`src/source/mouse_defines.svh`:
```
// Mouse bridge constants
`ifndef MOUSE_DEFINES_SVH
`define MOUSE_DEFINES_SVH

// serial bit time in clock cycles
`define MOUSE_CLKS_PER_BIT 8

// report frame preamble
`define MOUSE_START_BYTE_1 8'hBA
`define MOUSE_START_BYTE_2 8'h11

// register map of the position tracker
// status word: packet count high, flags low
`define MOUSE_ADDR_STATUS 2'd0
// x position
`define MOUSE_ADDR_X 2'd1
// y position
`define MOUSE_ADDR_Y 2'd2

`endif

```
`src/source/mouse_pkg.sv`:
```
// Mouse bridge types
package mouse_pkg;

    // one byte from the mouse or towards the uart
    typedef logic [7:0] ps2_byte_t;

    // sign bit from byte 0 plus a data byte
    typedef logic signed [8:0] axis_delta_t;

    // accumulated coordinate, also one register word
    typedef logic signed [15:0] position_t;

    // register select index
    typedef logic [1:0] reg_addr_t;

    // packet assembly
    typedef enum logic [1:0] {
        BYTE0,
        BYTE1,
        BYTE2
    } decoder_state_t;

    // report frame sequencing
    typedef enum logic [3:0] {
        WAIT,
        START_BYTE_1,
        START_BYTE_2,
        WRITE_STATUS_1,
        WRITE_STATUS_2,
        WRITE_X_1,
        WRITE_X_2,
        WRITE_Y_1,
        WRITE_Y_2
    } writer_state_t;

    // serial transmitter
    typedef enum logic [1:0] {
        IDLE,
        START,
        DATA,
        STOP
    } tx_state_t;

endpackage

```
`src/source/mouse_uart_bridge.sv`:
```
// Mouse to UART bridge top
`timescale 1ns/100ps

module mouse_uart_bridge (
    input  logic                  clk,
    input  logic                  rst,
    input  logic                  byte_valid,
    input  mouse_pkg::ps2_byte_t  byte_data,
    output logic                  txd
);

    import mouse_pkg::*;

    // decoder to tracker
    logic        pkt_valid;
    ps2_byte_t   pkt_flags;
    axis_delta_t pkt_dx;
    axis_delta_t pkt_dy;

    // tracker to writer
    reg_addr_t   addr;
    position_t   data_in;
    logic        dav;

    // writer to transmitter
    ps2_byte_t   data_out;
    logic        write;
    logic        tbr;

    ps2_packet_decoder u_decode (
        .clk        (clk),
        .rst        (rst),
        .byte_valid (byte_valid),
        .byte_data  (byte_data),
        .pkt_valid  (pkt_valid),
        .pkt_flags  (pkt_flags),
        .pkt_dx     (pkt_dx),
        .pkt_dy     (pkt_dy)
    );

    position_tracker u_execute (
        .clk       (clk),
        .rst       (rst),
        .pkt_valid (pkt_valid),
        .pkt_flags (pkt_flags),
        .pkt_dx    (pkt_dx),
        .pkt_dy    (pkt_dy),
        .addr      (addr),
        .data_in   (data_in),
        .dav       (dav)
    );

    report_writer u_result (
        .clk      (clk),
        .rst      (rst),
        .dav      (dav),
        .data_in  (data_in),
        .tbr      (tbr),
        .addr     (addr),
        .data_out (data_out),
        .write    (write)
    );

    uart_tx u_uart_tx (
        .clk      (clk),
        .rst      (rst),
        .write    (write),
        .data_out (data_out),
        .tbr      (tbr),
        .txd      (txd)
    );

endmodule

```
`src/source/position_tracker.sv`:
```
// Pointer position tracker
`timescale 1ns/100ps
`include "mouse_defines.svh"

module position_tracker (
    input  logic                    clk,
    input  logic                    rst,
    input  logic                    pkt_valid,
    input  mouse_pkg::ps2_byte_t    pkt_flags,
    input  mouse_pkg::axis_delta_t  pkt_dx,
    input  mouse_pkg::axis_delta_t  pkt_dy,
    input  mouse_pkg::reg_addr_t    addr,
    output mouse_pkg::position_t    data_in,
    output logic                    dav
);

    import mouse_pkg::*;

    // accumulators, free to wrap
    position_t x_pos;
    position_t y_pos;

    // packets seen, modulo 256
    ps2_byte_t pkt_count;
    // flags byte of the last packet
    ps2_byte_t last_flags;

    position_t status_word;

    // overflow flags in byte 0
    logic x_ovf;
    logic y_ovf;

    assign x_ovf = pkt_flags[6];
    assign y_ovf = pkt_flags[7];

    always_ff @(posedge clk or posedge rst) begin
        if (rst) begin
            x_pos      <= '0;
            y_pos      <= '0;
            pkt_count  <= '0;
            last_flags <= '0;
            dav        <= 1'b0;
        end else begin
            // dav follows pkt_valid by one cycle
            dav <= pkt_valid;
            if (pkt_valid) begin
                // an axis with overflow keeps its old value
                if (!x_ovf) begin
                    x_pos <= x_pos + position_t'(pkt_dx);
                end
                if (!y_ovf) begin
                    y_pos <= y_pos + position_t'(pkt_dy);
                end
                pkt_count  <= pkt_count + 8'd1;
                last_flags <= pkt_flags;
            end
        end
    end

    // count in the high byte, flags in the low byte
    assign status_word = {pkt_count, last_flags};

    // register read, same cycle as addr
    always_comb begin
        case (addr)
            `MOUSE_ADDR_STATUS: data_in = status_word;
            `MOUSE_ADDR_X:      data_in = x_pos;
            `MOUSE_ADDR_Y:      data_in = y_pos;
            // unmapped address
            default:            data_in = '0;
        endcase
    end

endmodule

```
`src/source/ps2_packet_decoder.sv`:
```
// PS/2 movement packet decoder
`timescale 1ns/100ps

module ps2_packet_decoder (
    input  logic                    clk,
    input  logic                    rst,
    input  logic                    byte_valid,
    input  mouse_pkg::ps2_byte_t    byte_data,
    output logic                    pkt_valid,
    output mouse_pkg::ps2_byte_t    pkt_flags,
    output mouse_pkg::axis_delta_t  pkt_dx,
    output mouse_pkg::axis_delta_t  pkt_dy
);

    import mouse_pkg::*;

    decoder_state_t state;

    // bytes 0 and 1 held until byte 2 shows up
    ps2_byte_t byte0_q;
    ps2_byte_t byte1_q;

    // control path
    always_ff @(posedge clk or posedge rst) begin
        if (rst) begin
            state     <= BYTE0;
            pkt_valid <= 1'b0;
        end else begin
            // strobe lasts a single cycle
            pkt_valid <= 1'b0;
            if (byte_valid) begin
                case (state)
                    BYTE0: begin
                        // bit 3 is always set in a real first byte
                        if (byte_data[3]) begin
                            state <= BYTE1;
                        end
                    end
                    BYTE1: begin
                        state <= BYTE2;
                    end
                    BYTE2: begin
                        state     <= BYTE0;
                        pkt_valid <= 1'b1;
                    end
                    default: begin
                        state <= BYTE0;
                    end
                endcase
            end
        end
    end

    // payload capture
    always_ff @(posedge clk) begin
        if (byte_valid) begin
            case (state)
                BYTE0: begin
                    byte0_q <= byte_data;
                end
                BYTE1: begin
                    byte1_q <= byte_data;
                end
                BYTE2: begin
                    pkt_flags <= byte0_q;
                    // sign bits 4 (x) and 5 (y) sit in byte 0
                    pkt_dx    <= {byte0_q[4], byte1_q};
                    pkt_dy    <= {byte0_q[5], byte_data};
                end
                default: begin
                    byte0_q <= byte0_q;
                end
            endcase
        end
    end

endmodule

```
`src/source/report_writer.sv`:
```
// Report frame writer
`timescale 1ns/100ps
`include "mouse_defines.svh"

module report_writer (
    input  logic                  clk,
    input  logic                  rst,
    input  logic                  dav,
    input  mouse_pkg::position_t  data_in,
    input  logic                  tbr,
    output mouse_pkg::reg_addr_t  addr,
    output mouse_pkg::ps2_byte_t  data_out,
    output logic                  write
);

    import mouse_pkg::*;

    writer_state_t state;
    writer_state_t next_state;
    // where to go once the current byte is written
    writer_state_t step_state;

    always_ff @(posedge clk or posedge rst) begin
        if (rst) begin
            state <= WAIT;
        end else begin
            state <= next_state;
        end
    end

    always_comb begin
        next_state = state;
        step_state = WAIT;
        addr       = `MOUSE_ADDR_STATUS;
        data_out   = '0;
        // per state: register to read, byte to send, successor
        case (state)
            WAIT: begin
                // dav is only seen here, dropped mid frame
                if (dav) begin
                    next_state = START_BYTE_1;
                end
            end
            START_BYTE_1: begin
                data_out   = `MOUSE_START_BYTE_1;
                step_state = START_BYTE_2;
            end
            START_BYTE_2: begin
                data_out   = `MOUSE_START_BYTE_2;
                step_state = WRITE_STATUS_1;
            end
            WRITE_STATUS_1: begin
                addr       = `MOUSE_ADDR_STATUS;
                data_out   = data_in[15:8];
                step_state = WRITE_STATUS_2;
            end
            WRITE_STATUS_2: begin
                addr       = `MOUSE_ADDR_STATUS;
                data_out   = data_in[7:0];
                step_state = WRITE_X_1;
            end
            WRITE_X_1: begin
                addr       = `MOUSE_ADDR_X;
                data_out   = data_in[15:8];
                step_state = WRITE_X_2;
            end
            WRITE_X_2: begin
                addr       = `MOUSE_ADDR_X;
                data_out   = data_in[7:0];
                step_state = WRITE_Y_1;
            end
            WRITE_Y_1: begin
                addr       = `MOUSE_ADDR_Y;
                data_out   = data_in[15:8];
                step_state = WRITE_Y_2;
            end
            WRITE_Y_2: begin
                addr       = `MOUSE_ADDR_Y;
                data_out   = data_in[7:0];
                // last byte, frame ends
                step_state = WAIT;
            end
            default: begin
                next_state = WAIT;
            end
        endcase

        // one write per state, first cycle the transmitter is free
        write = (state != WAIT) && tbr;
        if (write) begin
            next_state = step_state;
        end
    end

endmodule

```
`src/source/uart_tx.sv`:
```
// UART 8N1 transmitter
`timescale 1ns/100ps
`include "mouse_defines.svh"

module uart_tx #(
    parameter int CLKS_PER_BIT = `MOUSE_CLKS_PER_BIT
) (
    input  logic                  clk,
    input  logic                  rst,
    input  logic                  write,
    input  mouse_pkg::ps2_byte_t  data_out,
    output logic                  tbr,
    output logic                  txd
);

    import mouse_pkg::*;

    localparam int CNT_W = (CLKS_PER_BIT > 1) ? $clog2(CLKS_PER_BIT) : 1;

    tx_state_t  state;
    logic [CNT_W-1:0] bit_cnt;
    logic [2:0] bit_idx;
    ps2_byte_t  shift_reg;
    logic       bit_done;

    // last cycle of the current bit
    assign bit_done = (bit_cnt == CNT_W'(CLKS_PER_BIT - 1));

    // ready only between bytes
    assign tbr = (state == IDLE);

    always_ff @(posedge clk or posedge rst) begin
        if (rst) begin
            state   <= IDLE;
            bit_cnt <= '0;
            bit_idx <= '0;
            txd     <= 1'b1;
        end else begin
            bit_cnt <= bit_done ? '0 : bit_cnt + 1'b1;
            case (state)
                IDLE: begin
                    bit_cnt <= '0;
                    bit_idx <= '0;
                    if (write) begin
                        state <= START;
                        txd   <= 1'b0;
                    end
                end
                START: begin
                    if (bit_done) begin
                        state <= DATA;
                        // lsb goes out first
                        txd   <= shift_reg[0];
                    end
                end
                DATA: begin
                    if (bit_done) begin
                        if (bit_idx == 3'd7) begin
                            state <= STOP;
                            txd   <= 1'b1;
                        end else begin
                            bit_idx <= bit_idx + 3'd1;
                            // next bit before the shift lands
                            txd     <= shift_reg[1];
                        end
                    end
                end
                STOP: begin
                    if (bit_done) begin
                        state <= IDLE;
                    end
                end
                default: begin
                    state <= IDLE;
                    txd   <= 1'b1;
                end
            endcase
        end
    end

    // data shifter
    always_ff @(posedge clk) begin
        if ((state == IDLE) && write) begin
            shift_reg <= data_out;
        end else if ((state == DATA) && bit_done) begin
            shift_reg <= {1'b0, shift_reg[7:1]};
        end
    end

endmodule
```
`config.mk`:
```
export PLATFORM = sky130hd
export DESIGN_NAME = mouse_uart_bridge
export DESIGN_NICKNAME = d
export VERILOG_FILES = /design/src/source/mouse_pkg.sv /design/src/source/mouse_uart_bridge.sv /design/src/source/position_tracker.sv /design/src/source/ps2_packet_decoder.sv /design/src/source/report_writer.sv /design/src/source/uart_tx.sv
export VERILOG_INCLUDE_DIRS = /design/src /design/src/source
export SDC_FILE = /design/constraint.sdc
export NUM_CORES = 1
export LEC_CHECK = 0
export BUFFER_PORTS_ARGS = -buffer_cell sky130_fd_sc_hd__buf_2
export CAP_MARGIN = 5
export CORE_MARGIN = 4
export CORE_UTILIZATION = 30
export CTS_CLUSTER_SIZE = 28
export DETAILED_ROUTE_END_ITERATION = 8
export GPL_ROUTABILITY_DRIVEN = 0
export GPL_TIMING_DRIVEN = 0
export HOLD_SLACK_MARGIN = 0.1
export PLACE_DENSITY = 0.47
export SLEW_MARGIN = 20
export SYNTH_ARGS = -nofsm -noshare
export SYNTH_HDL_FRONTEND = slang
export SYNTH_SLANG_ARGS = --single-unit
```
`constraint.sdc`:
```
create_clock -name clk -period 3.2 [get_ports clk]
set_input_delay 0 -clock clk [delete_from_list [all_inputs] [get_ports clk]]
set_output_delay 0 -clock clk [all_outputs]
set_load 0.02 [all_outputs]
```
==> metrics.cfg, run 1 <==
[routing]
first_pass_iters = 5
top_layer_used = met4
wl_um = 14350
drtIter0Drc = 323
viasPerCell = 4.932
drtAntennaViolNets = 0
drc_errors = 0
m1WireLength_um = 6933
routed-wl-met3_um = 467
vias = 4340
wl_met2_um = 6800
post_drt_wl_per_cell_um = 16.31

[critical_path]
critPathTopFamily = compound AO/OA/AOI/OAI gates
crit_chain = ha_1 > and3_2 > a221o_1 > a21o_1 > a31o_2 > a31oi_1 > xor2_1 > o21ai_1
startpoint_type = register
crit_slowest_cell = edfxtp_1
cp_max_fo = 12
cp.required_ns = 3.50
critPathKind = register to register
slowest_delay_ns = 0.61
crit_path_end_kind = register
cp_num_buf_inv = 0
worstPathArrival_ns = 2.88

[sta]
fin_skew_ns = 0.008716
fmax_ghz = 0.3869
fin_crit_sh_pct = 80.77
fin_crit_ns = 2.585
hold_viol_final = 0
slew-limit-headroom_pct = 55.26
tns_ns = 0
rsz0062_at_grt = no
worstMarginPinSlew_ns = 0.6675
setup_viol = 0
whs_ns = 0.3355
slew_violations = 0

[floorplanning]
ioPinCount = 12
start_util_pct = 30.72
chipHeight_um = 149.9
die-area_mm2 = 0.02246
die_x_um = 149.9
rows = 51
core_area_mm2 = 0.01965

[clocking]
clockBufferDepth = 2
clk_pin_slew_worst_paths_ns = 0.06
cts_sinks = 113
cts_root_buffer = clkbuf_16
cts_setup_buffers = 0
cts_tree = built
ctsResizeCount = 0
postCtsHoldBufs = 12
cts_made_buffers = 17
clock_latency_ns = 0.41
htreeDepth = 4

[place]
dp_hpwl_um = 10520
portBuffers = 11
dp.cells = 836
postPlaceCellArea_mm2 = 0.006466

[final_layout]
nNetsFinal = 655
fin_area_mm2 = 0.007157
final_layout_size_suffix_gt1_share_pct = 13.33
stdcell_count = 880
final_common_cell = nand2_1
final_cell_mix = 65 x nand2_1, 64 x dfrtp_1, 48 x edfxtp_1
syn2layout_area_growth_pct = 18.55
reg_top3 = u_execute.x_pos: 16 flops, u_execute.y_pos: 16 flops
antenna_cells = 0

[global_routing]
antenna_found_initial = 0
overflow = 0
grt_start_max_net_pins = 55
first_global_vias = 4366
grt.total_usage_pct = 13.63
grt_pass1_wl_um = 23590

[synth]
syn_avg_cell_area_um2 = 10.80
async_flop_share_pct = 57.52
synth_seq_cells = 113
yosysSeqAreaShare_pct = 50.84
synth_fp_nets = 612
yosysWarningCount = 0
syn_inst = 559
synth_edf_count = 48
synth.distinct_cells = 59
syn_area_mm2 = 0.006037
synth_ff_type = dfrtp_1

[power_and_ir_drop]
switchingPower_uw = 2661
internal_power_uw = 4311
p_leak_uw = 0.003024
irDropWorstVdd_mv = 0.5312
powerDensity_mw_per_mm2 = 974.2
p_seq_share_pct = 34.6
p_clk_share_pct = 26.5
switching_share_pct = 38.17
power_frac_comb_pct = 38.9

[status]
status = complete, no violations

[min_path]
hold_class = input pin to register

[job]
cap_violations = 0

cells by family after synthesis:
group / synth area share [%]
AOI/OAI and AO/OA: 17.39
and+or+nand+nor: 11.86
DFF: 50.84
buffers and inverters: 3.067
adders and majority gates: 8.953
xor gates and xnor gates: 4.787
muxes: 3.109
cell usage after synthesis, drive strengths merged, types with 4 or more instances:
cell type / n / share of area [%]
nand2: 65 / 4.0
dfrtp: 64 / 27
o21ai: 51 / 4.3
edfxtp: 48 / 24
ha: 40 / 8.3
a21oi: 28 / 2.3
nor2: 22 / 1.4
a21o: 19 / 2.4
inv: 18 / 1.1
xor2: 17 / 2.5
xnor2: 16 / 2.3
mux2: 14 / 2.6
nor2b: 14 / 1.5
nor3: 13 / 1.1
buf: 12 / 1.0
clkbuf: 12 / 0.93
a22oi: 11 / 1.4
a31oi: 10 / 1.1
nand3: 8 / 0.66
o21a: 8 / 0.99
nand2b: 7 / 0.73
a22o: 6 / 0.87
nand4: 6 / 0.62
a211oi: 5 / 0.70
o31ai: 5 / 0.62
and3: 4 / 0.44
per-stage QoR:
step | util [%] | setup slack, ns | total power [uW]
floorplan | - | 0.9083 | 4397
global placement | 32.68 | 0.5171 | 5061
detailed placement | 32.90 | 0.6328 | 5130
CTS | 36.41 | 0.6267 | 7030
global route | 36.41 | 0.5227 | 7512
finish | 36.41 | 0.6154 | 6972
worst register-to-register path, cell delays in order, from the launching register on:
cell	delay, ns
edfxtp_1	0.61
ha_1	0.46
and3_2	0.21
a221o_1	0.29
a21o_1	0.17
a31o_2	0.24
a31oi_1	0.24
xor2_1	0.17
o21ai_1	0.07
power groups by stage:
stage | clock, uW | combinational, uW | sequential, uW
floorplan | 0 | 2160 | 2240
global placement | 0 | 2630 | 2430
detailed placement | 0 | 2680 | 2450
CTS | 1890 | 2710 | 2420
global route | 1960 | 3080 | 2470
finish | 1850 | 2710 | 2410
per-layer routing:
layer	GRT usage, %	up-vias
met5	0	-
met3	3.543	12
met1	18.29	2116
met2	21.78	76
li1	-	2136
met4	3.934	0
path summary, 6_finish.rpt:
kind | start | endpoint | slack (ns) | cells past startpoint
hold / removal | byte_data[2] | u_decode.byte0_q[2] | 0.34 | 2
min in group asynchronous | rst | u_execute.x_pos[7] | 0.66 | 4
max in group asynchronous | rst | u_uart_tx.txd | 1.96 | 5
hold reg to reg | u_decode.pkt_valid | u_execute.dav | 0.41 | 0
setup / recovery | u_decode.pkt_flags[4] | u_execute.x_pos[12] | 0.62 | 8
setup reg to reg | u_decode.pkt_flags[4] | u_execute.x_pos[12] | 0.62 | 8
final cells by class:
| class | instances | area, um2 |
|---|---|---|
| flip-flops and latches | 113 | 3069 |
| clock inverters | 13 | 137.6 |
| repair buffers | 24 | 202.7 |
| well taps | 265 | 331.6 |
| plain buffers | 24 | 117.6 |
| inverters | 18 | 70.07 |
| multi-input cells | 404 | 2795 |
| clock buffers | 19 | 432.9 |
| fillers | 1999 | 12500 |
Power figures use the tool's default switching activity.
==> run 2, diff against run 1 <==
ABC_AREA = 1   (was default)
clock period = 2.5 ns   (was 3.2 ns; I/O delays follow)
==> run 2 against run 1 <==
  * Wire length grew 11%
  * Synthesized cell count grew 47%
  * Sequential share of layout area fell by 2.9 points
  * Clock skew up 0.0070 ns
  * Final cell count is 31% higher
  * Via count up 20%
  * Sequential cell count unchanged
  * First-iteration DRC count decreased by 32%
  * Combinational power up 40%
  * Largest cell class unchanged
==> metrics.cfg, run 2 <==
[synth]
yosys.area.top_type = dfrtp_1
synth-xor-area-share_pct = 2.147  ; -2.6 points
synth.distinct_cells = 34  ; -42%
synth_seq_cells = 113  ; unchanged
synth_edf_count = 48  ; unchanged
syn_avg_cell_area_um2 = 7.969  ; -26%
async_flop_share_pct = 57.52  ; unchanged
syn_inst = 819  ; +47%
syn_area_mm2 = 0.006526  ; +8.1%
muxShareOfSynthArea_pct = 0  ; -3.1 points
ys_top_cells_by_count = 290 x nand2_1, 98 x inv_1, 71 x nand3_1
synth_fa_ha_area_share_pct = 8.282  ; -0.67 points
synth_top_family_by_area = simple AND/OR/NAND/NOR gates
synthSimpleGateAreaFrac_pct = 29.05  ; +17 points
yosysWarningCount = 0  ; unchanged
synth_compound_area_share_pct = 6.192  ; -11 points
yosysTopAreaCellShare_pct = 24.54  ; -2.0 points
yosysSeqAreaShare_pct = 47.03  ; -3.8 points
synth_ff_type = dfrtp_1
synthTopCellsByArea = dfrtp_1 25%, edfxtp_1 22%, nand2_1 17%, ha_1 7.7%, inv_1 5.6%
yosysMostFrequentCell = nand2_1
synth_fp_nets = 872  ; +42%

[place]
portBuffers = 11  ; unchanged
postPlaceCellArea_mm2 = 0.006980  ; +8.0%
dp_hpwl_um = 12170  ; +16%
dp_worst_setup_slack_ns = 0.3534  ; -0.2794 ns

[clocking]
cts_root_buffer = clkbuf_16
htreeDepth = 4  ; unchanged
clk_pin_slew_worst_paths_ns = 0.06  ; about the same
cts_made_buffers = 17  ; unchanged
cts_tree = built
clockBufferDepth = 2  ; unchanged
ctsResizeCount = 0  ; unchanged
clock_latency_ns = 0.42  ; about the same
cts_sinks = 113  ; unchanged

[floorplanning]
die_x_um = 155.5  ; +3.8%
start_util_pct = 30.75  ; +0.038 points
core_area_mm2 = 0.02122  ; +8.0%
rows = 53  ; +3.9%
chipHeight_um = 155.5  ; +3.8%
ioPinCount = 12  ; unchanged
die-area_mm2 = 0.02418  ; +7.7%

[final_layout]
nNetsFinal = 914  ; +40%
final_cell_mix = 290 x nand2_1, 97 x inv_1, 71 x nand3_1
antenna_cells = 0  ; unchanged
final_common_cell = nand2_1
fillers = 2266  ; +13%
reg_top3 = u_execute.x_pos: 16 flops, u_execute.y_pos: 16 flops
final_layout_size_suffix_gt1_share_pct = 8.352  ; -5.0 points
fin_area_mm2 = 0.007667  ; +7.1%
syn2layout_area_growth_pct = 17.48

[sta]
fin_crit_ns = 2.179  ; -0.4056 ns
fmax_ghz = 0.4589  ; +19%
setup_ws_ns = 0.3210  ; -0.2944 ns
worstMarginPinSlew_ns = 0.7027  ; +0.03521 ns
rsz0062_at_grt = no
slew-limit-headroom_pct = 52.90  ; -2.4 points
fin_skew_ns = 0.01570  ; +0.006985 ns
fin_crit_sh_pct = 87.16  ; +6.4 points
tns_ns = 0  ; unchanged
hold_viol_final = 0  ; unchanged
setup_viol = 0  ; unchanged
slew_violations = 0  ; unchanged

[routing]
drc_errors = 0  ; unchanged
wl_um = 15970  ; +11%
vias = 5209  ; +20%
drtIter0Drc = 219  ; -32%
drtAntennaViolNets = 0  ; unchanged
post_drt_wl_per_cell_um = 13.90  ; -15%
first_pass_iters = 5  ; unchanged
viasPerCell = 4.534  ; -8.1%

[critical_path]
critPathKind = register to register
cp_max_fo = 4  ; -8
slowest_delay_ns = 0.44  ; -0.17 ns
crit_chain = ha_1 > inv_1 > fa_1 > o21ai_0 > nand4_1 > nand3_1 > nand2_1 > nand3_1 > nand2_1
crit_slowest_cell = fa_1
cp.required_ns = 2.79  ; -0.71 ns
worstPathArrival_ns = 2.47  ; -0.41 ns
crit_path_end_kind = register
startpoint_type = register

[status]
status = complete, no violations

[job]
cap_violations = 0  ; unchanged

[global_routing]
first_global_vias = 5131  ; +18%
grt.total_usage_pct = 13.99  ; +0.36 points
antenna_found_initial = 0  ; unchanged
grt_pass1_wl_um = 26700  ; +13%
grt_start_max_net_pins = 36  ; -35%
overflow = 0  ; unchanged

[min_path]
hold_class = input pin to asynchronous set/reset pin

[power_and_ir_drop]
p_total_uw = 9307  ; +33%
powerDensity_mw_per_mm2 = 1214  ; +25%
p_leak_uw = 0.003733  ; +23%
irDropWorstVdd_mv = 0.4877  ; -8.2%

## run 2: changes by cell type in the layout (fill, tap and decap cells not counted), moves of 9 or more
cell | before | now
a22oi_1 | 11 | 0
inv_2 | 0 | 9
nor2_1 | 21 | 45
nor2b_1 | 14 | 0
a21o_1 | 18 | 0
xor2_1 | 17 | 7
nand3_1 | 8 | 71
inv_1 | 17 | 97
nand2_1 | 65 | 290
mux2_2 | 14 | 0
o21ai_0 | 47 | 33
## run 2: power by group
group	switching, uW	internal (uW)	leakage [uW]	total (uW)
logic	2410	1390	0.00218	3800
registers	508	2580	0.00126	3080
clock network	1010	1420	0.000288	2420
total	3920	5390	0.00373	9310
## run 2: per-layer routing
metal / global-route usage (%) / wire (um) / vias to the layer above
met1: 19.51 / 8075 / 2404
met2: 22.23 / 7351 / 51
met3: 2.837 / 406 / 12
met4: 3.752 / 132 / 0
li1: - / - / 2742
met5: 0 / 0 / -
## run 2: critical path: cells and delay by family (launching register included)
family          cells  cell delay (ns)
compound gates      1             0.38
simple gates        5             0.49
buf+inv             1             0.08
fa+ha+maj           2             0.72
flops               1             0.38
## run 2: cell type report
type / count / area (um2) / area share, %
clock inverter: 15 / 161.4 / 2.105
clock buffer: 17 / 425.4 / 5.548
sequential: 113 / 3069 / 40.03
inverter: 107 / 404.1 / 5.271
multi-input combinational: 585 / 3002 / 39.15
buffer: 14 / 75.07 / 0.9791
tap: 275 / 344.1 / 4.488
timing repair buffer: 23 / 186.4 / 2.431
## run 2: timing repair
action	in CTS	in global routing
hold endpoints to repair	91	0
hold buffers	10	0
setup buffers	0	0
## run 2: kinds of logic after synthesis
group / count (synthesis)
flops: 113
fa+ha+maj: 42
compound gates: 76
xor+xnor: 16
simple gates: 451
buf+inv: 121
## run 2: path summary, 6_finish.rpt
kind                                     start              endpoint  slack [ns]  depth (start not counted)
min in group clk                    byte_valid     u_decode.state[1]        0.31                          3
setup reg to reg            u_execute.x_pos[0]   u_execute.x_pos[12]        0.32                          9
hold / removal                             rst  u_uart_tx.bit_cnt[0]        0.15                          3
hold reg to reg            u_decode.byte1_q[3]    u_decode.pkt_dx[3]        0.42                          0
max in group asynchronous                  rst    u_execute.y_pos[7]        1.80                          4
setup / recovery            u_execute.x_pos[0]   u_execute.x_pos[12]        0.32                          9
## run 2: stage by stage
step                instances  utilization, %  hold slack [ns]
finish                   1149           36.13           0.1513
global route             1149           36.13           0.1789
CTS                      1149           36.13           0.1547
detailed placement       1107           32.90          0.05464
global placement         1105           32.66           0.2064
floorplan                 819               -          0.08540
